`src/source/pe_stream_pkg.sv`:
```
package pe_stream_pkg;

    // operation applied by a processing element to each lane
    typedef enum logic [1:0] {
        OP_INC  = 2'd0,
        OP_XOR  = 2'd1,
        OP_ROTL = 2'd2,
        OP_SWAP = 2'd3
    } pe_op_e;

    // port 0 is the dispatcher and ports 1..4 are the PEs
    localparam int NUM_PORTS = 5;

    // width of a switch port index
    localparam int PORTW = 3;

    // lane width inside the data word
    localparam int LANEW = 32;

    // key used by the xor element
    localparam logic [LANEW-1:0] XOR_KEY = 32'ha5a5a5a5;

endpackage

```
`src/source/task_dispatcher.sv`:
```
`timescale 1ns/10ps

module task_dispatcher #(
    parameter int DATAW     = 128,
    parameter int IDW       = 2,
    parameter int USERW     = 4,
    parameter int DESTW     = 4,
    parameter int TAG_DEPTH = 4
) (
    input  logic                            clk,
    input  logic                            rst,

    input  logic                            axis_s_tvalid,
    output logic                            axis_s_tready,
    input  logic [DATAW-1:0]                axis_s_tdata,
    input  logic                            axis_s_tlast,
    input  logic [IDW-1:0]                  axis_s_tid,
    input  logic [USERW-1:0]                axis_s_tuser,
    input  logic [DESTW-1:0]                axis_s_tdest,

    output logic                            axis_m_tvalid,
    input  logic                            axis_m_tready,
    output logic [DATAW-1:0]                axis_m_tdata,
    output logic                            axis_m_tlast,
    output logic [IDW-1:0]                  axis_m_tid,
    output logic [USERW-1:0]                axis_m_tuser,
    output logic [DESTW-1:0]                axis_m_tdest,

    output logic                            req_tvalid,
    input  logic                            req_tready,
    output logic [DATAW-1:0]                req_tdata,
    output logic [pe_stream_pkg::PORTW-1:0] req_tdest,

    input  logic                            rsp_tvalid,
    output logic                            rsp_tready,
    input  logic [DATAW-1:0]                rsp_tdata,
    input  logic [pe_stream_pkg::PORTW-1:0] rsp_tsrc
);

    localparam int PW     = pe_stream_pkg::PORTW;
    localparam int NUM_PE = pe_stream_pkg::NUM_PORTS - 1;
    localparam int PEW    = $clog2(NUM_PE);
    localparam int TAGW   = IDW + USERW + 1;
    // TAG_DEPTH is a power of two no smaller than 2
    localparam int AW     = $clog2(TAG_DEPTH);

    // one tag FIFO per PE
    // the extra pointer bit tells full from empty
    logic [TAGW-1:0]   tag_mem [NUM_PE][TAG_DEPTH];
    logic [AW:0]       wr_ptr [NUM_PE];
    logic [AW:0]       rd_ptr [NUM_PE];
    logic [NUM_PE-1:0] fifo_full;

    logic [PEW-1:0]    s_pe;
    logic [PEW-1:0]    r_pe;
    logic              s_accept;
    logic              r_accept;
    logic [TAGW-1:0]   head_tag;

    assign s_pe = axis_s_tdest[PEW-1:0];
    // port 0 is the dispatcher itself, so PE k sits on port k+1
    assign r_pe = PEW'(rsp_tsrc - PW'(1));

    always_comb begin
        for (int k = 0; k < NUM_PE; k++) begin
            fifo_full[k] = (wr_ptr[k][AW] != rd_ptr[k][AW]) &&
                           (wr_ptr[k][AW-1:0] == rd_ptr[k][AW-1:0]);
        end
    end

    // refuse while the request register is stuck or the tag FIFO is full
    assign axis_s_tready = !(req_tvalid && !req_tready) && !fifo_full[s_pe];
    assign s_accept      = axis_s_tvalid && axis_s_tready;

    assign rsp_tready = !axis_m_tvalid || axis_m_tready;
    assign r_accept   = rsp_tvalid && rsp_tready;
    assign head_tag   = tag_mem[r_pe][rd_ptr[r_pe][AW-1:0]];

    always_ff @(posedge clk) begin
        if (rst) begin
            for (int k = 0; k < NUM_PE; k++) begin
                wr_ptr[k] <= '0;
                rd_ptr[k] <= '0;
            end
        end else begin
            for (int k = 0; k < NUM_PE; k++) begin
                if (s_accept && (s_pe == PEW'(k))) begin
                    wr_ptr[k] <= wr_ptr[k] + 1'b1;
                end
                if (r_accept && (r_pe == PEW'(k))) begin
                    rd_ptr[k] <= rd_ptr[k] + 1'b1;
                end
            end
        end
    end

    always_ff @(posedge clk) begin
        if (s_accept) begin
            tag_mem[s_pe][wr_ptr[s_pe][AW-1:0]] <= {axis_s_tid, axis_s_tuser, axis_s_tlast};
        end
    end

    // request register toward switch port 0
    always_ff @(posedge clk) begin
        if (rst) begin
            req_tvalid <= 1'b0;
        end else if (s_accept) begin
            req_tvalid <= 1'b1;
        end else if (req_tready) begin
            req_tvalid <= 1'b0;
        end
    end

    always_ff @(posedge clk) begin
        if (s_accept) begin
            req_tdata <= axis_s_tdata;
            req_tdest <= PW'(s_pe) + PW'(1);
        end
    end

    // result register takes its tags from the head of the PE's FIFO
    always_ff @(posedge clk) begin
        if (rst) begin
            axis_m_tvalid <= 1'b0;
        end else if (r_accept) begin
            axis_m_tvalid <= 1'b1;
        end else if (axis_m_tready) begin
            axis_m_tvalid <= 1'b0;
        end
    end

    always_ff @(posedge clk) begin
        if (r_accept) begin
            axis_m_tdata                             <= rsp_tdata;
            {axis_m_tid, axis_m_tuser, axis_m_tlast} <= head_tag;
            axis_m_tdest                             <= DESTW'(r_pe);
        end
    end

endmodule

```
`config.mk`:
```
export PLATFORM = sky130hd
export DESIGN_NAME = task_dispatcher
export DESIGN_NICKNAME = d
export VERILOG_FILES = /design/src/source/pe_stream_pkg.sv /design/src/source/task_dispatcher.sv
export SDC_FILE = /design/constraint.sdc
export NUM_CORES = 1
export LEC_CHECK = 0
export BUFFER_PORTS_ARGS = -buffer_cell sky130_fd_sc_hd__buf_4
export CORE_AREA = 2 2 216 218
export DETAILED_ROUTE_END_ITERATION = 12
export DIE_AREA = 0 0 218 220
export GPL_TIMING_DRIVEN = 0
export PLACE_DENSITY_LB_ADDON = 0.05
export SYNTH_ARGS = -nofsm -noshare
export SYNTH_HDL_FRONTEND = slang
export SYNTH_SLANG_ARGS = --single-unit
```
`constraint.sdc`:
```
create_clock -name clk -period 9 [get_ports clk]
set_input_delay 1.8 -clock clk [delete_from_list [all_inputs] [get_ports clk]]
set_output_delay 1.8 -clock clk [all_outputs]
set_load 0.005 [all_outputs]
```
==> results.cfg, run 1 <==
[worst_hold_path]
worstHoldStart = req_tvalid$_SDFFE_PP0P_
min_path_cells = 2
hp-class = reg2reg
hold_path_end = req_tvalid$_SDFFE_PP0P_

[power_and_ir_drop]
finalPower_mw = 4.39
p_sw_uw = 948
switching_share = 0.216
p_clk_frac = 0.402
p_seq_frac = 0.506
static-leakage-power_nw = 8.24
vdd_ir_drop_max_uv = 181
p_per_area_nw_per_um2 = 213
p_int_mw = 3.44
pwr-share-comb = 0.092

[clock_tree]
numClockSinks = 406
root_buffer = clkbuf_16
clock_path_buffers = 3
htree_levels = 2
tritoncts = yes
clk_latency_ns = 0.57
post-cts-setup-buffers = 0
cts-resized-gates = 0
cts-hold-fix-buffers = 0
cts_made_buffers = 45
clk_pin_slew_ns = 0.06

[synth]
async_flop_share = 0
syn_area_per_cell_um2 = 21.3
synth_commonest_cells = edfxtp_1 (404), mux2i_1 (58), o22ai_1 (29), nor4_1 (24), nand2_1 (20)
synth_area_leaders = edfxtp_1 (86%), mux2i_1 (4.1%), ha_1 (1.4%), o22ai_1 (1.3%), nor4_1 (1.1%)
synth_top_area_frac = 0.862
ys_types = 32
postSynthCellCount = 662
synth_warnings = 0
ys_ff_latch = 406
syn_area_um2 = 14100
synthFlopType = edfxtp_1
synth_edf_count = 404
yosysMostFrequentCell = edfxtp_1
synth_top_area_cell = edfxtp_1
seq_area_frac_synth = 0.864

[critical_path]
startpoint = axis_s_tdest[0]
r2r_slack_ns = 6.01
crit_arrival_ns = 3.63
worst_setup_path_end_kind = output port
crit_type = in2out
r2r-start = rd_ptr[2][1]$_SDFFCE_PN0P_
setup.worst_path.start_class = primary input
cpPeakStageDelay_ns = 0.73
ff2ff_path_depth = 7
rr_endpoint = req_tdata[116]$_DFFE_PP_
cp_data_required_time_ns = 7.20
cp_cell_sequence = buf_4, inv_1, nand4_1, a32oi_1, buf_2, a21oi_1, buf_4
cpMostUsedCell = buf_4
cp_max_fo = 10
crit_path_top_delay_cell = a32oi_1

[routing]
dr.pass1.iters = 5
ant_nets = 0
wl_met1_mm = 13.7
drc = 0
drt_iter0_drc = 428
avgViaCountPerCell = 4.32
met2_length_mm = 19.8
routed_wl_mm = 38.4
dr_wl_met3_mm = 3.73
vias = 8241
top_layer_used = met4
wl_per_cell_um = 20.1

[timing]
fin_crit_sh = 0.604
grt_setup_unrepaired = no
post-route-min-period_ns = 5.43
max_slew_margin = 0.278
max_clock_freq_ghz = 0.184
fin_skew_ns = 0.0138
finalHoldViolCount = 0
drv_slew = 0
hold_slack_ns = 0.568
final.setup.worst_slack_ns = 3.57
worst_pin_slew_ns = 1.07
setup_violations = 0

[place]
dp_cells = 1830
gp_congestion = 0.750
place_ws_ns = 3.60
dp_hpwl_mm = 28.2
io_buffers = 544

[finish]
n_antenna_cell = 0
post-route-util = 0.450
nNetsFinal = 1562
syn_to_final_growth_pct = 46.5
drive_gt1_frac = 0.497
fill_cells = 4109
final_cells = 1908

[floorplan]
num_rows = 79
pin_count = 550
die_width_um = 218
start_util = 0.307
die-area_um2 = 48000
die-height_um = 220
core-area_um2 = 45900

[status]
status = completed

[run]
cap_violations = 0

[grt]
grt_antenna_before_repair = 0
grt_max_degree = 66
grt_pass1_wl_mm = 54.1
grt_use_total = 0.154
grt_pass1_vias = 8570
gr-total-overflow = 0
layout make-up:
type / instances / area (um^2) / area share
flip-flops and latches: 406 / 12200 / 0.590
repair buffers: 560 / 4300 / 0.209
multi-input cells: 221 / 1800 / 0.0873
clock buffers: 56 / 1210 / 0.0586
well taps: 607 / 759 / 0.0368
clock inverters: 22 / 178 / 0.00861
plain buffers: 21 / 153 / 0.00740
inverters: 15 / 56.3 / 0.00273
per-layer routing:
layer	vias to the layer above	track usage
met4	0	0.0533
li1	3861	-
met3	71	0.0669
met1	3952	0.171
met5	-	0
met2	357	0.265
power by group through the flow:
| stage | clock (mW) | sequential [mW] | combinational, mW |
|---|---|---|---|
| 3_3_place_gp | 0 | 2.29 | 0.396 |
| 4_1_cts | 1.83 | 2.23 | 0.416 |
| 2_1_floorplan | 0 | 2.29 | 0.110 |
| 3_5_place_dp | 0 | 2.26 | 0.416 |
| 5_1_grt | 1.90 | 2.23 | 0.441 |
| 6_report | 1.76 | 2.22 | 0.405 |
worst max-delay path, delay by kind of cell:
kind | cells | cell delay (ns)
AOI/OAI and AO/OA | 2 | 0.80
and+or+nand+nor | 1 | 0.10
buffers and inverters | 4 | 0.93
worst max path at each step:
stage	end	depth (start not counted)	slack, ns
2_1_floorplan	req_tdata[0]$_DFFE_PP_	5	0.54
3_3_place_gp	req_tdata[116]$_DFFE_PP_	6	-2.79
3_5_place_dp	axis_s_tready	7	3.60
4_1_cts	axis_s_tready	7	3.59
5_1_grt	axis_s_tready	7	3.38
6_report	axis_s_tready	7	3.57
logic make-up after synthesis:
family          after synthesis  synth area share
flops                       406             0.864
simple gates                 86            0.0329
mux                          60            0.0444
compound gates               37            0.0168
buf+inv                      36            0.0146
xor+xnor                     20            0.0124
fa+ha+maj                    16            0.0142
other cells                   1          0.000266
sequential cells by signal (all words and copies together), names as in the netlist:
| register | cells |
|---|---|
| axis_m_tdata | 128 |
| req_tdata | 128 |
| tag_mem | 112 |
| rd_ptr | 12 |
| wr_ptr | 12 |
| axis_m_tuser | 4 |
| req_tdest | 3 |
| axis_m_tdest | 2 |
| axis_m_tid | 2 |
| axis_m_tlast | 1 |
| axis_m_tvalid | 1 |
| req_tvalid | 1 |
layout by cell type (no fill, tap or decap), types with 2 or more instances in the layout:
master and count:
nor4_1 12, nor4_2 12, buf_6 6, dfxtp_1 2, nand4_1 3, buf_16 3, nand2_1 20, clkbuf_1 19
nor3_1 2, mux4_2 2, edfxtp_1 404, o31ai_1 3, clkbuf_16 47, nand3_1 5, nor3_2 2, conb_1 2
clkinv_2 6, or3_1 4, nand2b_1 3, buf_12 4, xor2_1 4, and3_1 5, inv_1 15, bufinv_16 3
mux2i_1 58, xnor2_1 16, a21oi_1 2, clkinv_1 11, or4_1 7, nor2_1 8, o22ai_1 29, buf_4 556
ha_1 16
per-stage QoR:
step / TNS [ns] / instance area, um^2
2_1_floorplan: 0 / 14100
3_3_place_gp: -364.19 / 18900
3_5_place_dp: 0 / 19200
4_1_cts: 0 / 20600
5_1_grt: 0 / 20600
6_report: 0 / 20600
Power figures use the tool's default switching activity.
==> run 2: changes to the inputs <==
clock period = 4.76 ns   (was 9 ns; I/O delays follow)
==> run 2 against run 1 <==
Effect of this change:
- sequential share of layout area down 0.12 points
- wire length down 2.1%
- non-clock buffer count up 1
- die area unchanged
- critical path depth unchanged
- clock power up 91%
- clock-buffer cell count up 3
- clock skew up 0.0051 ns
==> results.cfg, run 2 (synthesis results as in run 1) <==
[routing]
avgViaCountPerCell = 4.32
drt_iter0_drc = 363
dr.pass1.iters = 4
wl_per_cell_um = 19.6
drc = 0
vias = 8262
ant_nets = 0
routed_wl_mm = 37.6

[status]
status = completed

[place]
gp_congestion = 0.734
dp_hpwl_mm = 27.3
dp_cells = 1830
io_buffers = 544

[timing]
finalHoldViolCount = 0
drv_slew = 0
grt_setup_unrepaired = no
post-route-min-period_ns = 3.66
hold_slack_ns = 0.550
setup_violations = 0
max_clock_freq_ghz = 0.273
max_slew_margin = 0.178
fin_crit_sh = 0.769
worst_pin_slew_ns = 1.22
fin_skew_ns = 0.0190

[critical_path]
cp_data_required_time_ns = 3.81
crit_arrival_ns = 2.71
crit_path_top_delay_cell = a32oi_1
worst_setup_path_end_kind = output port
cp_max_fo = 10
setup.worst_path.start_class = primary input
cpPeakStageDelay_ns = 0.69
cp_cell_sequence = buf_4, inv_1, nand4_1, a32oi_1, buf_2, a21oi_1, buf_4
crit_type = in2out
cpMostUsedCell = buf_4

[clock_tree]
clk_latency_ns = 0.57
tritoncts = yes
cts_made_buffers = 47
numClockSinks = 406
post-cts-setup-buffers = 0
clk_pin_slew_ns = 0.06
htree_levels = 2
cts-hold-fix-buffers = 0
root_buffer = clkbuf_16
clock_path_buffers = 3
cts-resized-gates = 0

[finish]
final_cells = 1913
fill_cells = 4176
mostFrequentLayoutCells = buf_4 (556), edfxtp_1 (404), mux2i_1 (58)
layout_commonest_cell = buf_4
syn_to_final_growth_pct = 46.8
n_antenna_cell = 0
drive_gt1_frac = 0.499
nNetsFinal = 1565

[power_and_ir_drop]
static-leakage-power_nw = 8.27
vdd_ir_drop_max_uv = 304
p_per_area_nw_per_um2 = 403
finalPower_mw = 8.33

[run]
cap_violations = 0

[grt]
grt_max_degree = 90
gr-total-overflow = 0
grt_antenna_before_repair = 0
grt_pass1_vias = 8624
grt_pass1_wl_mm = 53.3
grt_use_total = 0.151

[floorplan]
die_width_um = 218
start_util = 0.307
die-area_um2 = 48000
die-height_um = 220
core-area_um2 = 45900
pin_count = 550
num_rows = 79

[worst_hold_path]
hp-class = in2reg
run 2: cell types whose count changed in the layout (fill, tap and decap cells not counted):
cell,change
bufinv_16,-1
clkbuf_1,+1
clkbuf_16,+2
clkbuf_2,+1
clkbuf_4,-1
clkbuf_8,+1
clkinv_1,-2
clkinv_2,+4
clkinv_4,+1
inv_6,-1
nor3_1,+1
nor3_2,-1
run 2: layout make-up:
cell class / count / area, um^2 / area share
Tap cell: 607 / 759 / 0.0367
Multi-Input combinational cell: 221 / 1800 / 0.0869
Clock inverter: 23 / 160 / 0.00775
Buffer: 21 / 159 / 0.00769
Inverter: 15 / 56.3 / 0.00272
Clock buffer: 59 / 1260 / 0.0611
Sequential cell: 406 / 12200 / 0.589
Timing Repair Buffer: 561 / 4310 / 0.208
run 2: final timing paths:
kind / from / to / slack (ns) / depth (start not counted)
worst max-delay path: axis_s_tdest[0] / axis_s_tready / 1.10 / 7
worst min-delay path: axis_s_tdata[20] / req_tdata[20]$_DFFE_PP_ / 0.55 / 1
worst max register to register: rd_ptr[0][1]$_SDFFCE_PN0P_ / req_tdata[118]$_DFFE_PP_ / 1.83 / 8
worst min register to register: req_tvalid$_SDFFE_PP0P_ / req_tvalid$_SDFFE_PP0P_ / 0.56 / 2
run 2: metal layers:
layer / up-vias / routed length (um) / global-route usage
met2: 335 / 19000 / 0.255
met3: 62 / 3650 / 0.0613
met1: 4007 / 13900 / 0.172
met5: - / 0 / 0
li1: 3858 / - / -
met4: 0 / 1050 / 0.0590
run 2: power by group:
group / switching (mW) / total, mW / internal (mW)
Sequential: 0.0555 / 4.21 / 4.15
Clock: 1.39 / 3.36 / 1.97
Combinational: 0.351 / 0.763 / 0.413
run 2: metrics by stage:
step / setup TNS (ns) / setup slack [ns] / util / cell area (um^2)
2_1_floorplan: 0 / 0.856 / - / 14100
3_3_place_gp: -74.13 / -0.576 / 0.413 / 18900
3_5_place_dp: 0 / 1.10 / 0.419 / 19200
4_1_cts: 0 / 1.10 / 0.451 / 20700
5_1_grt: 0 / 0.968 / 0.451 / 20700
6_report: 0 / 1.10 / 0.451 / 20700
run 2: critical path, delay by kind of cell:
kind | cells | cell delay [ns]
AND/OR/NAND/NOR | 1 | 0.11
AO/OA/AOI/OAI | 2 | 0.76
buffers and inverters | 4 | 0.88
==> run 3: changes to the inputs <==
ABC_AREA = 1   (was unset)
CORE_AREA = 2 2 212 214   (was 2 2 216 218)
DIE_AREA = 0 0 214 216   (was 0 0 218 220)
clock period = 3.5 ns   (was 4.76 ns; I/O delays follow)
==> run 3 against run 2 <==
Effect of this change:
- total power grew 39%
- register-to-register slack lost 1.4 ns
- sequential share of layout area shrank 0.12 points
- via count grew 9.2%
- final cell count grew 7.2%
==> results.cfg, run 3 <==
[floorplan]
die_width_um = 214
start_util = 0.327
die-height_um = 216
num_rows = 77
pin_count = 550
die-area_um2 = 46200
core-area_um2 = 43800

[timing]
drv_slew = 0
fin_crit_sh = 0.877
post-route-min-period_ns = 3.07
max_slew_margin = 0.411
final.setup.worst_slack_ns = 0.429
setup_tns_ns = 0
grt_setup_unrepaired = no
worst_pin_slew_ns = 0.880
setup_violations = 0
hold_slack_ns = 0.300
max_clock_freq_ghz = 0.326
finalHoldViolCount = 0
fin_skew_ns = 0.0150

[place]
placed_cell_area_um2 = 19300
place_ws_ns = 0.0103
io_buffers = 543
gp_congestion = 0.792
dp_hpwl_mm = 29.8
dp_cells = 1967

[status]
status = completed

[clock_tree]
cts-resized-gates = 0
clk_pin_slew_ns = 0.06
cts_made_buffers = 46
cts-hold-fix-buffers = 0
htree_levels = 2
numClockSinks = 406
root_buffer = clkbuf_16
clk_latency_ns = 0.57
tritoncts = yes
post-cts-setup-buffers = 0
clock_path_buffers = 3

[finish]
drive_gt1_frac = 0.440
fill_cells = 3950
post-route-util = 0.473
final_area_um2 = 20700
n_antenna_cell = 0
syn_to_final_growth_pct = 44.6
layout_commonest_cell = buf_4
final_cells = 2051
nNetsFinal = 1715
mostFrequentLayoutCells = buf_4 (550), edfxtp_1 (404), nor2_1 (122)

[critical_path]
cpMostUsedCell = nand2_1
crit_path_top_delay_cell = clkinvlp_4
crit_arrival_ns = 3.32
r2r_slack_ns = 0.43
worst_setup_path_end_kind = register
cp_max_fo = 41
cpPeakStageDelay_ns = 0.54
cp_cell_sequence = inv_2, nand2_1, nand2_1, nor2_1, nand2_1, nand2_1, nand2_1, nand2_2, nor2_8, nand2_4, clkinvlp_4, buf_12, buf_12, buf_12
cp_data_required_time_ns = 3.75
setup.worst_path.start_class = register
crit_type = reg2reg

[grt]
grt_antenna_before_repair = 0
grt_use_total = 0.172
grt_pass1_wl_mm = 58.9
gr-total-overflow = 0
grt_max_degree = 81
grt_pass1_vias = 9166

[synth]
seq_area_frac_synth = 0.850
synth_area_leaders = edfxtp_1 (85%), nor2_1 (3.2%), o21ai_0 (2.2%), o22ai_1 (1.5%), nand2_1 (1.4%)
yosysMostFrequentCell = edfxtp_1
syn_area_um2 = 14300
synth_warnings = 0
ys_types = 30
synth_top_area_cell = edfxtp_1
postSynthCellCount = 827
ys_ff_latch = 406
synthFlopType = edfxtp_1
synth_edf_count = 404
synth_commonest_cells = edfxtp_1 (404), nor2_1 (122), o21ai_0 (62), nand2_1 (55), inv_1 (45)
syn_area_per_cell_um2 = 17.3
async_flop_share = 0
synth_top_area_frac = 0.847

[routing]
routed_wl_mm = 40.5
avgViaCountPerCell = 4.40
ant_nets = 0
drc = 0
dr.pass1.iters = 4
vias = 9021
wl_per_cell_um = 19.8
drt_iter0_drc = 524

[power_and_ir_drop]
static-leakage-power_nw = 8.28
p_per_area_nw_per_um2 = 560
vdd_ir_drop_max_uv = 379
finalPower_mw = 11.6

[run]
cap_violations = 0

[worst_hold_path]
hp-class = in2reg
run 3: cell count changes in the layout (fill, tap and decap cells not counted), sizes merged, moves of 24 or more:
cell / delta
mux2i: -58
nand2: +38
nor4: -24
inv: +33
nor2: +114
o21ai: +75
run 3: path summary, 6_finish.rpt:
kind | startpoint | end | cells past startpoint
hold reg to reg | axis_m_tvalid$_SDFFE_PP0P_ | axis_m_tvalid$_SDFFE_PP0P_ | 2
setup / recovery | rd_ptr[1][0]$_SDFFCE_PN0P_ | req_tdata[44]$_DFFE_PP_ | 14
setup reg to reg | rd_ptr[1][0]$_SDFFCE_PN0P_ | req_tdata[44]$_DFFE_PP_ | 14
hold / removal | rst | axis_m_tvalid$_SDFFE_PP0P_ | 2
run 3: final cells by class:
cell class | count | area, um^2 | area share
flip-flops and latches | 406 | 12200 | 0.588
repair buffers | 547 | 4160 | 0.201
inverters | 50 | 196 | 0.00948
clock inverters | 24 | 236 | 0.0114
clock buffers | 60 | 1220 | 0.0591
plain buffers | 26 | 165 | 0.00797
well taps | 592 | 741 | 0.0358
multi-input cells | 346 | 1820 | 0.0876
run 3: cell families after synthesis:
kind of cell / after synthesis / share of synthesized area
adders and majority gates: 16 / 0.0140
and+or+nand+nor: 193 / 0.0575
buffers and inverters: 76 / 0.0244
xor gates and xnor gates: 8 / 0.00489
other: 1 / 0.000262
AOI/OAI and AO/OA: 127 / 0.0493
DFF: 406 / 0.850
run 3: power breakdown:
part           switching [mW]  leakage [nW]  internal, mW
sequential             0.0801          3.86          5.68
combinational           0.571          3.71         0.571
clock                    1.87         0.708          2.82
run 3: metal layers:
metal	wire [um]	part of all wire	vias to the layer above	global-route usage
met5	0	0	-	0
met4	1040	0.026	0	0.0618
met3	3900	0.096	60	0.0668
met2	20000	0.49	418	0.289
met1	15600	0.38	4290	0.199
li1	-	-	4253	-
run 3: worst max-delay path, delay by kind of cell, from the launching register on:
family / cells / cell delay, ns
flops: 1 / 0.45
buf+inv: 5 / 1.40
simple gates: 9 / 0.83
