$ cat config.mk
export PLATFORM = sky130hd
export DESIGN_NAME = axis_pe
export DESIGN_NICKNAME = d
export VERILOG_FILES = /design/src/source/pe_stream_pkg.sv /design/src/source/axis_pe.sv
export SDC_FILE = /design/constraint.sdc
export NUM_CORES = 1
export LEC_CHECK = 0
export BUFFER_PORTS_ARGS = -buffer_cell sky130_fd_sc_hd__buf_2
export CAP_MARGIN = 20
export CORE_ASPECT_RATIO = 1.1
export CORE_MARGIN = 2
export CORE_UTILIZATION = 40
export CTS_BUF_LIST = sky130_fd_sc_hd__clkbuf_8
export CTS_CLUSTER_SIZE = 12
export DETAILED_ROUTE_END_ITERATION = 6
export PLACE_DENSITY = 0.71
export SETUP_SLACK_MARGIN = 0.2
export SYNTH_ARGS = -nofsm -noshare
export SYNTH_HDL_FRONTEND = slang
export SYNTH_SLANG_ARGS = --single-unit
export TNS_END_PERCENT = 30
$ cat constraint.sdc
create_clock -name clk -period 19.33 [get_ports clk]
set_input_delay 0 -clock clk [delete_from_list [all_inputs] [get_ports clk]]
set_output_delay 0 -clock clk [all_outputs]
set_load 0.02 [all_outputs]
$ cat src/source/pe_stream_pkg.sv
package pe_stream_pkg;

    // operation applied by a processing element to each lane
    typedef enum logic [1:0] {
        OP_INC  = 2'd0,
        OP_XOR  = 2'd1,
        OP_ROTL = 2'd2,
        OP_SWAP = 2'd3
    } pe_op_e;

    // port 0 is the dispatcher and ports 1..4 are the PEs
    localparam int NUM_PORTS = 5;

    // width of a switch port index
    localparam int PORTW = 3;

    // lane width inside the data word
    localparam int LANEW = 32;

    // key used by the xor element
    localparam logic [LANEW-1:0] XOR_KEY = 32'ha5a5a5a5;

endpackage

$ cat src/source/axis_pe.sv
`timescale 1ns/10ps

module axis_pe #(
    parameter int                    DATAW = 128,
    parameter pe_stream_pkg::pe_op_e OP    = pe_stream_pkg::OP_INC
) (
    input  logic             clk,
    input  logic             rst,

    input  logic             in_tvalid,
    output logic             in_tready,
    input  logic [DATAW-1:0] in_tdata,

    output logic             out_tvalid,
    input  logic             out_tready,
    output logic [DATAW-1:0] out_tdata
);

    localparam int LW     = pe_stream_pkg::LANEW;
    localparam int NLANES = DATAW / LW;

    logic             s1_valid;
    logic [DATAW-1:0] s1_data;
    logic             s2_valid;
    logic [DATAW-1:0] s2_data;
    logic             s2_load_ok;

    // lane-wise transform for this element's operation
    function automatic logic [DATAW-1:0] apply_op(input logic [DATAW-1:0] d);
        logic [DATAW-1:0] r;
        logic [LW-1:0]    lane;
        r = '0;
        for (int l = 0; l < NLANES; l++) begin
            lane = d[l*LW +: LW];
            case (OP)
                pe_stream_pkg::OP_INC:  r[l*LW +: LW] = lane + LW'(1);
                pe_stream_pkg::OP_XOR:  r[l*LW +: LW] = lane ^ pe_stream_pkg::XOR_KEY;
                pe_stream_pkg::OP_ROTL: r[l*LW +: LW] = (lane << 8) | (lane >> (LW - 8));
                // lane order reversed
                default:                r[(NLANES-1-l)*LW +: LW] = lane;
            endcase
        end
        return r;
    endfunction

    // each stage moves when empty or when the next one moves
    assign s2_load_ok = !s2_valid || out_tready;
    assign in_tready  = !s1_valid || s2_load_ok;

    // stage one holds the raw beat
    always_ff @(posedge clk) begin
        if (rst) begin
            s1_valid <= 1'b0;
        end else if (in_tready) begin
            s1_valid <= in_tvalid;
        end
    end

    always_ff @(posedge clk) begin
        if (in_tready && in_tvalid) begin
            s1_data <= in_tdata;
        end
    end

    // stage two holds the result
    always_ff @(posedge clk) begin
        if (rst) begin
            s2_valid <= 1'b0;
        end else if (s2_load_ok) begin
            s2_valid <= s1_valid;
        end
    end

    always_ff @(posedge clk) begin
        if (s2_load_ok && s1_valid) begin
            s2_data <= apply_op(s1_data);
        end
    end

    assign out_tvalid = s2_valid;
    assign out_tdata  = s2_data;

endmodule

==> reports/qor.yml, run 1 <==
clock_tree:
  ctsHtreeMaxLevel: 2
  cts-root-buf: "sky130_fd_sc_hd__clkbuf_8"
  clock_transition_time_at_the_flip_flop_clock_pins_of_the_worst_setup_and_hold_paths_ns: 0.06
  cts.sink_count: 258
  cts-buffers-inserted: 42
  worst_skew_pair.late_latency_ns: 0.53
  tritoncts: "done"
  clk_path_buf_depth: 3
  post_cts.resized_instances: 0
sta:
  rsz0062_at_grt: "no"
  fmax_mhz: 402
  max-slew-margin-rel_pct: 33.5
  timing_hold_violations_final: 0
  worst_clock_skew_ns: 0.0113
  final.period_utilization_pct: 12.9
  finalWorstPathRequiredPeriod_ns: 2.49
  tns_ns: 0
  finalSetupViolCount: 0
  max_slew.worst_pin.slew_ns: 0.998
  slew_violations: 0
setup_path:
  setup.worst_path.end_class: "register"
  cp_max_fo: 78
  worst-endpoint-required_ns: 19.49
  timing.critical_path.from_type: "register"
  cp_data_arrival_time_ns: 2.65
  critical_path.reg2reg.startpoint: "out_tvalid"
  crit_path_start: "out_tvalid"
  critical-path-max-stage-delay_ns: 0.80
  worst_case_register_to_register_setup_slack_ns: 16.84
  timing.critical_path.cells: "nor2b_1 -> nand2_1 -> and2_4 -> buf_4"
  critical_path.slowest_cell: "sky130_fd_sc_hd__and2_4"
  setup.worst_path.class: "reg2reg"
route:
  remaining_drc_errors: 0
  drt_wl_total_mm: 22.7
  via_count: 6688
  number_of_vias_per_cell: 4.79
  detailedRoute.firstIterationViolations: 228
  postRouteAntennaNets: 0
  first_pass_iters: 4
  route.detailed.wl_per_inst_um: 16.3
global_route:
  grt-ovfl-total: 0
  grt_antenna_before_repair: 2
  first_pass_grt_wire_length_mm: 34.1
  grt_use_total_pct: 16.4
  first_global_vias: 6851
  maximum_number_of_pins_on_one_net_before_global_route_repair: 129
status:
  run_status: "finished, final reports clean"
floorplanning:
  placement_rows: 61
  die-width_um: 156
  die_height_um: 171
  ioPinCount: 262
  start_util_pct: 40.5
  core_region_area_um2: 25100
  die-area_um2: 26700
yosys:
  post_synthesis_cell_area_um2: 10200
  synthesis.instances: 616
  synth-seq-area-share_pct: 76.0
  synth_area_per_cell_um2: 16.5
  synthDistinctLibCells: 27
  synth-seq-cells: 258
  syn_nets: 752
  synthesis.yosys.warnings: 0
pwr:
  powerDensity_nw_per_um2: 85.0
  total_switching_power_mw: 0.274
  share_seq_of_total_power_pct: 56.5
  p_clk_share_pct: 35.2
  power.combinational.fraction_pct: 8.3
  fraction_of_power_spent_switching_nets_pct: 23.1
  power.static_leakage_nw: 5.29
  ir_worst_vdd_mv: 0.0505
  internal_power_mw: 0.912
  post-layout-total-power_mw: 1.19
placement:
  port_buffers: 261
  finalWeightedCongestion: 0.894
  final_hpwl_from_detailed_placement_mm: 14.8
min_path:
  holdCritStartpoint: "in_tdata[121]"
  hold_path.class: "in2reg"
layout:
  layout_common_cells: "sky130_fd_sc_hd__buf_2 (261), sky130_fd_sc_hd__edfxtp_1 (256), sky130_fd_sc_hd__dlygate4sd3_1 (132), sky130_fd_sc_hd__xnor2_1 (96), sky130_fd_sc_hd__nand3_1 (49)"
  layout.nets: 1187
  final_layout_size_suffix_gt1_share_pct: 31.1
  layout_overhead_on_the_synthesized_area_pct: 37.2
  final_common_cell: "sky130_fd_sc_hd__buf_2"
run:
  max_cap_violations: 0
## critical path: cells and delay by family (launching register included)
kind          cells  cell delay [ns]
buf+inv           1             0.65
flops             1             0.30
simple gates      3             1.10
## stage by stage
stage	std cells	area, um^2	setup slack (ns)	hold slack [ns]	utilization, %
floorplan	616	10200	12.48	0.0724	-
CTS	1393	13900	16.82	0.143	55.5
global placement	1190	11900	16.90	0.175	47.4
global route	1395	14000	16.62	0.153	55.6
finish	1395	14000	16.84	0.176	55.6
detailed placement	1190	11900	16.83	0.176	47.4
## cell type report
type	instances	area [um^2]
clock buffers	45	619
repair buffers	397	2670
diodes	2	5.00
clock inverters	26	109
fillers	1983	11200
flip-flops and latches	258	7730
multi-input cells	342	2390
inverters	10	37.5
well taps	315	394
## metal layers
metal  GRT usage [%]  vias to the layer above  routed length [um]
met3            3.88                       72                1340
met1            18.1                     3142                8600
met5               0                        -                   0
met2            29.8                      259               11800
li1                -                     3215                   -
met4            7.90                        0                 956
## power by group through the flow
| stage | clock network, mW | registers (mW) | logic (mW) |
|---|---|---|---|
| after floorplan | 0 | 0.698 | 0.0264 |
| final | 0.418 | 0.670 | 0.0985 |
| after detailed placement | 0 | 0.681 | 0.0771 |
| after global placement | 0 | 0.679 | 0.0756 |
| after global routing | 0.458 | 0.673 | 0.106 |
| after CTS | 0.431 | 0.669 | 0.0985 |
## flip-flops by register name (all words and copies together) (netlist names)
| name | flops |
|---|---|
| out_tvalid | 1 |
| s1_data | 128 |
| out_tdata | 128 |
| s1_valid | 1 |
## Yosys cell counts (all sizes together)
library cell / count / area (um^2)
nor4: 7 / 110
nor3: 9 / 45.0
and2: 9 / 56.3
buf: 5 / 27.5
or2: 5 / 31.3
xnor2: 96 / 841
a21oi: 1 / 5.00
dfxtp: 2 / 40.0
edfxtp: 256 / 7690
nor2: 23 / 88.8
clkbuf: 1 / 3.75
nand2: 33 / 124
xor2: 24 / 210
and4: 8 / 70.1
and3: 23 / 145
ha: 4 / 50.1
inv: 10 / 37.5
nand4: 49 / 337
nor2b: 2 / 12.5
nand3: 49 / 245
## cells by family (layout without fill, tap and decap cells)
| kind of cell | after synthesis | after routing | synth area share (%) |
|---|---|---|---|
| buffers and inverters | 16 | 478 | 0.677 |
| AND/OR/NAND/NOR | 217 | 217 | 12.4 |
| XOR/XNOR | 120 | 120 | 10.3 |
| adder cells (fa/ha/maj) | 4 | 4 | 0.492 |
| other | 0 | 2 | 0 |
| flip-flops | 258 | 258 | 76.0 |
| AO/OA/AOI/OAI | 1 | 1 | 0.0492 |
## repair_timing
action	in CTS	in global routing
hold buffers	132	0
hold endpoints to repair	130	0
buffers inserted	0	0
## final timing paths
path | endpoint | cells past startpoint
hold reg to reg | out_tdata[95] | 1
setup / recovery | s1_data[32] | 4
setup reg to reg | s1_data[32] | 4
hold / removal | s1_data[121] | 2
Note: power is estimated with default switching activity, not from simulation.
==> run 2, diff against run 1 <==
ABC_AREA = 1   (was default)
PLACE_DENSITY = 0.7   (was 0.71)
clock period = 2.59 ns   (was 19.33 ns; I/O delays follow)
==> reports/qor.yml, run 2 <==
status:
  run_status: "finished, final reports clean"
sta:
  worst_hold_slack_ns: 0.179
  finalSetupViolCount: 0
  final.period_utilization_pct: 64.7
  worst_setup_slack_after_layout_ns: 0.914
  rsz0062_at_grt: "no"
  timing_hold_violations_final: 0
  slew_violations: 0
  tns_ns: 0
  finalWorstPathRequiredPeriod_ns: 1.68
  fmax_mhz: 597
  worst_clock_skew_ns: 0.0113
  max-slew-margin-rel_pct: 50.2
  max_slew.worst_pin.slew_ns: 0.745
yosys:
  yosys_most_used_dff: "sky130_fd_sc_hd__edfxtp_1"
  synthesis.instances: 1028
  post_synthesis_cell_area_um2: 11400
  netlist.top_cell.by_area: "sky130_fd_sc_hd__edfxtp_1"
  synth_commonest_cells: "sky130_fd_sc_hd__nand2_1 (373), sky130_fd_sc_hd__edfxtp_1 (256), sky130_fd_sc_hd__nor2_1 (137)"
  synthesis.yosys.warnings: 0
  synth_area_per_cell_um2: 11.1
  synth_enable_flop_cells: 256
  synth-seq-cells: 258
  yosysMostFrequentCell: "sky130_fd_sc_hd__nand2_1"
  synth_top_cell_area_share_pct: 67.5
  synthDistinctLibCells: 17
  syn_nets: 1164
  biggest_area_contributors_in_the_synthesized_netlist: "sky130_fd_sc_hd__edfxtp_1 (68%), sky130_fd_sc_hd__nand2_1 (12%), sky130_fd_sc_hd__nor2_1 (4.5%)"
  ys_async_rst_share_pct: 0
  synth-seq-area-share_pct: 67.9
setup_path:
  critical_path.slowest_cell: "sky130_fd_sc_hd__a21oi_4"
  critical-path-max-stage-delay_ns: 0.58
  timing.critical_path.from_type: "register"
  setup.worst_path.end_class: "register"
  worst-endpoint-required_ns: 2.80
  cp_data_arrival_time_ns: 1.88
  cp_max_fo: 36
  setup.worst_path.class: "reg2reg"
  critical_path.reg2reg.startpoint: "s1_valid"
  crit_path_start: "s1_valid"
  timing.critical_path.cells: "inv_1 -> a21oi_4 -> buf_12"
placement:
  final_hpwl_from_detailed_placement_mm: 19.9
  post-place-cells: 1660
  port_buffers: 261
  finalWeightedCongestion: 0.889
  dp_worst_setup_slack_ns: 0.901
clock_tree:
  clk_path_buf_depth: 3
  tritoncts: "done"
  clock_transition_time_at_the_flip_flop_clock_pins_of_the_worst_setup_and_hold_paths_ns: 0.06
  cts-buffers-inserted: 43
  cts-root-buf: "sky130_fd_sc_hd__clkbuf_8"
  number_of_buffers_added_for_setup_after_cts: 0
  ctsHtreeMaxLevel: 2
  cts.sink_count: 258
  worst_skew_pair.late_latency_ns: 0.53
global_route:
  grt_most_used_layer: "met2"
  first_global_vias: 8898
  grt.met3_usage_pct: 3.97
  first_pass_grt_wire_length_mm: 44.0
  maximum_number_of_pins_on_one_net_before_global_route_repair: 129
  grt_use_total_pct: 19.0
  grt_util_met2_pct: 32.9
  met1_track_usage_gr_pct: 23.0
  grt-ovfl-total: 0
  grt_antenna_before_repair: 3
floorplanning:
  die-width_um: 165
  ioPinCount: 262
  die-area_um2: 29800
  die_height_um: 181
  placement_rows: 64
  start_util_pct: 40.8
  core_region_area_um2: 27900
layout:
  layout.nets: 1609
  final_common_cell: "sky130_fd_sc_hd__nand2_1"
  fin_cells: 1869
  layout_overhead_on_the_synthesized_area_pct: 35.7
  final_layout_size_suffix_gt1_share_pct: 25.1
  layout_common_cells: "sky130_fd_sc_hd__nand2_1 (372), sky130_fd_sc_hd__buf_2 (261), sky130_fd_sc_hd__edfxtp_1 (256), sky130_fd_sc_hd__nor2_1 (137), sky130_fd_sc_hd__dlygate4sd3_1 (131)"
  nFillCells: 2340
route:
  detailedRoute.firstIterationViolations: 637
  route.detailed.wl_per_inst_um: 15.2
  remaining_drc_errors: 0
  via_count: 8743
  postRouteAntennaNets: 0
  drt_wl_total_mm: 28.4
  first_pass_iters: 5
  number_of_vias_per_cell: 4.68
pwr:
  ir_worst_vdd_mv: 0.445
  powerDensity_nw_per_um2: 607
  internal_power_mw: 7.16
  fraction_of_power_spent_switching_nets_pct: 23.6
  power.static_leakage_nw: 6.36
  p_clk_share_pct: 37.1
  power.combinational.fraction_pct: 9.3
  post-layout-total-power_mw: 9.37
  total_switching_power_mw: 2.21
  share_seq_of_total_power_pct: 53.6
min_path:
  hold_path.class: "in2reg"
  holdCritStartpoint: "rst"
run:
  max_cap_violations: 0
-- run 2: changes by cell type in the layout (fill, tap and decap cells not counted), moves of 22 or more --
cell,previous run,this run
sky130_fd_sc_hd__and3_1,22,0
sky130_fd_sc_hd__inv_1,15,86
sky130_fd_sc_hd__nand2_1,33,372
sky130_fd_sc_hd__nand3b_1,0,29
sky130_fd_sc_hd__nand4_1,47,1
sky130_fd_sc_hd__nor2_1,22,137
sky130_fd_sc_hd__nor2_4,0,28
sky130_fd_sc_hd__xnor2_1,96,18
-- run 2: logic make-up after synthesis --
group,share of synthesized area (%)
AO/OA/AOI/OAI,0.220
XOR/XNOR,4.62
adder cells (fa/ha/maj),0.440
buffers and inverters,2.54
flip-flops,67.9
AND/OR/NAND/NOR,24.3
-- run 2: power by group through the flow --
stage               combinational (mW)  sequential [mW]  clock (mW)
floorplan                        0.277             5.20           0
global placement                 0.697             5.10           0
detailed placement               0.708             5.11           0
CTS                              0.871             5.03        3.59
global route                     0.950             5.05        3.75
finish                           0.869             5.03        3.48
-- run 2: metal layers --
metal | vias to the layer above | part of all wire, %
li1 | 4293 | -
met3 | 77 | 7.4
met1 | 4008 | 39
met5 | - | 0.046
met2 | 363 | 49
met4 | 2 | 3.6
-- run 2: through the flow --
| step | utilization (%) | cell area [um^2] |
|---|---|---|
| 6_report | 55.4 | 15400 |
| 5_1_grt | 55.4 | 15400 |
| 4_1_cts | 55.4 | 15400 |
| 3_5_place_dp | 47.7 | 13300 |
| 3_3_place_gp | 47.7 | 13300 |
| 2_1_floorplan | - | 11400 |
-- run 2: worst paths after layout --
| kind | endpoint | slack, ns | cells past startpoint |
|---|---|---|---|
| min reg2reg | out_tvalid | 0.54 | 2 |
| min | out_tvalid | 0.18 | 3 |
| max reg2reg | out_tdata[120] | 0.91 | 3 |
| max | out_tdata[120] | 0.91 | 3 |
-- run 2: cell type report --
type                       instances  area, um^2  area share [%]
clock buffer                      45         619            4.01
inverter                          77         293            1.90
tap                              363         454            2.94
clock inverter                    31         208            1.35
sequential                       258        7730            50.1
antenna                            2        5.00          0.0324
timing repair buffer             400        2740            17.7
multi-input combinational        693        3390            22.0
-- run 2: what timing repair did --
| action | 4_1_cts | 5_1_grt |
|---|---|---|
| endpoints found under the hold margin | 130 | 0 |
| hold buffers | 131 | 0 |
| resized for setup | 0 | 0 |
-- run 2: critical path, delay by kind of cell, from the launching register on --
| kind | cells | cell delay, ns |
|---|---|---|
| AO/OA/AOI/OAI | 1 | 0.58 |
| buffers and inverters | 2 | 0.39 |
| flip-flops | 1 | 0.35 |
==> run 3, diff against run 2 <==
clock period = 1.7 ns   (was 2.59 ns; I/O delays follow)
==> reports/qor.yml, run 3 (synthesized netlist as in run 2, its figures left out) <==
status:
  run_status: "finished, final reports clean"
pwr:
  ir_worst_vdd_mv: 0.656
  power.static_leakage_nw: 6.77
  total_switching_power_mw: 3.43
  fraction_of_power_spent_switching_nets_pct: 24.1
  powerDensity_nw_per_um2: 885
  power.combinational.fraction_pct: 10.3
  p_clk_share_pct: 35.9
  share_seq_of_total_power_pct: 53.8
  internal_power_mw: 10.8
setup_path:
  critical_path.slowest_cell: "sky130_fd_sc_hd__edfxtp_1"
  setup.worst_path.end_class: "register"
  setup.worst_path.class: "reg2reg"
  critical_path.reg2reg.startpoint: "s1_data[33]"
  worst-endpoint-required_ns: 1.99
  critical-path-max-stage-delay_ns: 0.37
  worst_case_register_to_register_setup_slack_ns: 0.18
  cp_data_arrival_time_ns: 1.82
  r2r.worst_path.cells: 8
  terminus_of_the_critical_flop_to_flop_path: "out_tdata[58]"
  timing.critical_path.cells: "ha_2 -> nand2_2 -> nor2_4 -> nand2_4 -> nor2_4 -> nand2_1 -> nand2_1 -> nand2_1"
  timing.critical_path.from_type: "register"
  cpMostUsedCell: "sky130_fd_sc_hd__nand2_1"
  cp_max_fo: 5
clock_tree:
  cts.sink_count: 258
  ctsHtreeMaxLevel: 2
  worst_skew_pair.late_latency_ns: 0.54
  clk_path_buf_depth: 3
  clock_transition_time_at_the_flip_flop_clock_pins_of_the_worst_setup_and_hold_paths_ns: 0.05
  cts-buffers-inserted: 43
  cts-root-buf: "sky130_fd_sc_hd__clkbuf_8"
  tritoncts: "done"
sta:
  worst_clock_skew_ns: 0.0163
  rsz0062_at_grt: "yes"
  tns_ns: 0
  slew_violations: 0
  final.period_utilization_pct: 89.6
  finalSetupViolCount: 0
  max_slew.worst_pin.slew_ns: 0.448
  timing_hold_violations_final: 0
  worst_hold_slack_ns: 0.172
  max-slew-margin-rel_pct: 70.2
  finalWorstPathRequiredPeriod_ns: 1.52
  fmax_mhz: 656
layout:
  layout_overhead_on_the_synthesized_area_pct: 41.4
  fin_area_um2: 16100
  final_layout_size_suffix_gt1_share_pct: 30.2
  final_common_cell: "sky130_fd_sc_hd__nand2_1"
  layout_common_cells: "sky130_fd_sc_hd__nand2_1 (356), sky130_fd_sc_hd__buf_2 (261), sky130_fd_sc_hd__edfxtp_1 (256), sky130_fd_sc_hd__dlygate4sd3_1 (133), sky130_fd_sc_hd__nor2_1 (119)"
  layout.nets: 1671
  finalCoreUtilization_pct: 57.7
route:
  drt_wl_total_mm: 29.4
  via_count: 9008
  route.detailed.wl_per_inst_um: 15.3
  first_pass_iters: 6
  postRouteAntennaNets: 0
  detailedRoute.firstIterationViolations: 612
  remaining_drc_errors: 0
  number_of_vias_per_cell: 4.67
min_path:
  holdCritStartpoint: "in_tdata[91]"
  worst_hold_path.num_cells: 2
  hold_path.class: "in2reg"
  min_to: "s1_data[91]"
global_route:
  grt_use_total_pct: 19.0
  met1_track_usage_gr_pct: 23.7
  grt.met3_usage_pct: 3.81
  first_pass_grt_wire_length_mm: 44.1
  grt-ovfl-total: 0
  grt_most_used_layer: "met2"
  first_global_vias: 8715
  maximum_number_of_pins_on_one_net_before_global_route_repair: 73
  grt_util_met2_pct: 33.1
  grt_antenna_before_repair: 2
placement:
  port_buffers: 261
  final_hpwl_from_detailed_placement_mm: 20.2
  detailed_place.area_um2: 13300
  finalWeightedCongestion: 0.879
floorplanning:
  die-width_um: 165
  die-area_um2: 29800
  ioPinCount: 262
  die_height_um: 181
  core_region_area_um2: 27900
  placement_rows: 64
  start_util_pct: 40.8
run:
  max_cap_violations: 0
-- run 3: cell types whose count changed in the layout (fill, tap and decap cells not counted), sizes merged --
cell and change:
diode -1, buf +60, bufinv -1, inv +5, clkinv -3, dlygate4sd3 +2, clkbuf -1
-- run 3: per-stage QoR --
stage	std cells	power (mW)	setup slack, ns
after floorplan	1028	8.35	-1.23
after global placement	1661	8.87	0.214
after detailed placement	1661	8.89	0.177
after CTS	1874	14.3	0.165
after global routing	1929	14.8	0.0764
final	1930	14.2	0.176
-- run 3: power groups by stage --
| stage | registers (mW) | logic (mW) | clock network (mW) |
|---|---|---|---|
| 4_1_cts | 7.66 | 1.36 | 5.26 |
| 3_5_place_dp | 7.79 | 1.10 | 0 |
| 5_1_grt | 7.69 | 1.59 | 5.56 |
| 6_report | 7.66 | 1.46 | 5.11 |
| 3_3_place_gp | 7.78 | 1.09 | 0 |
| 2_1_floorplan | 7.92 | 0.423 | 0 |
-- run 3: critical path: cells and delay by family (launching register included) --
kind | cells | cell delay (ns)
and+or+nand+nor | 7 | 0.71
adders and majority gates | 1 | 0.21
DFF | 1 | 0.37
-- run 3: final cells by class --
cell class | instances | area (um^2)
fillers | 2268 | 11800
clock buffers | 44 | 606
inverters | 77 | 293
repair buffers | 462 | 3250
multi-input cells | 693 | 3570
diodes | 1 | 2.50
flip-flops and latches | 258 | 7730
clock inverters | 32 | 188
well taps | 363 | 454
-- run 3: worst max-delay path by stage --
stage	to	depth (start not counted)	from
2_1_floorplan	out_tdata[0]	1	out_tvalid
3_5_place_dp	out_tdata[124]	8	s1_data[97]
5_1_grt	out_tdata[50]	8	s1_data[33]
6_report	out_tdata[58]	8	s1_data[33]
3_3_place_gp	out_tdata[84]	8	s1_data[64]
4_1_cts	out_tdata[52]	8	s1_data[33]
-- run 3: routing by layer --
layer	share of wire, %	wire, um
met1	41	12100
met4	2.8	822
met3	6.5	1930
met2	50	14600
met5	0	0
-- run 3: timing repair --
action                                  in CTS  in global routing
hold buffers                               133                  0
resized for setup                            8                 46
hold endpoints to repair                   130                  0
setup buffers                                4                 55
pin swaps                                   10                 33
endpoints found under the setup margin      32                 70
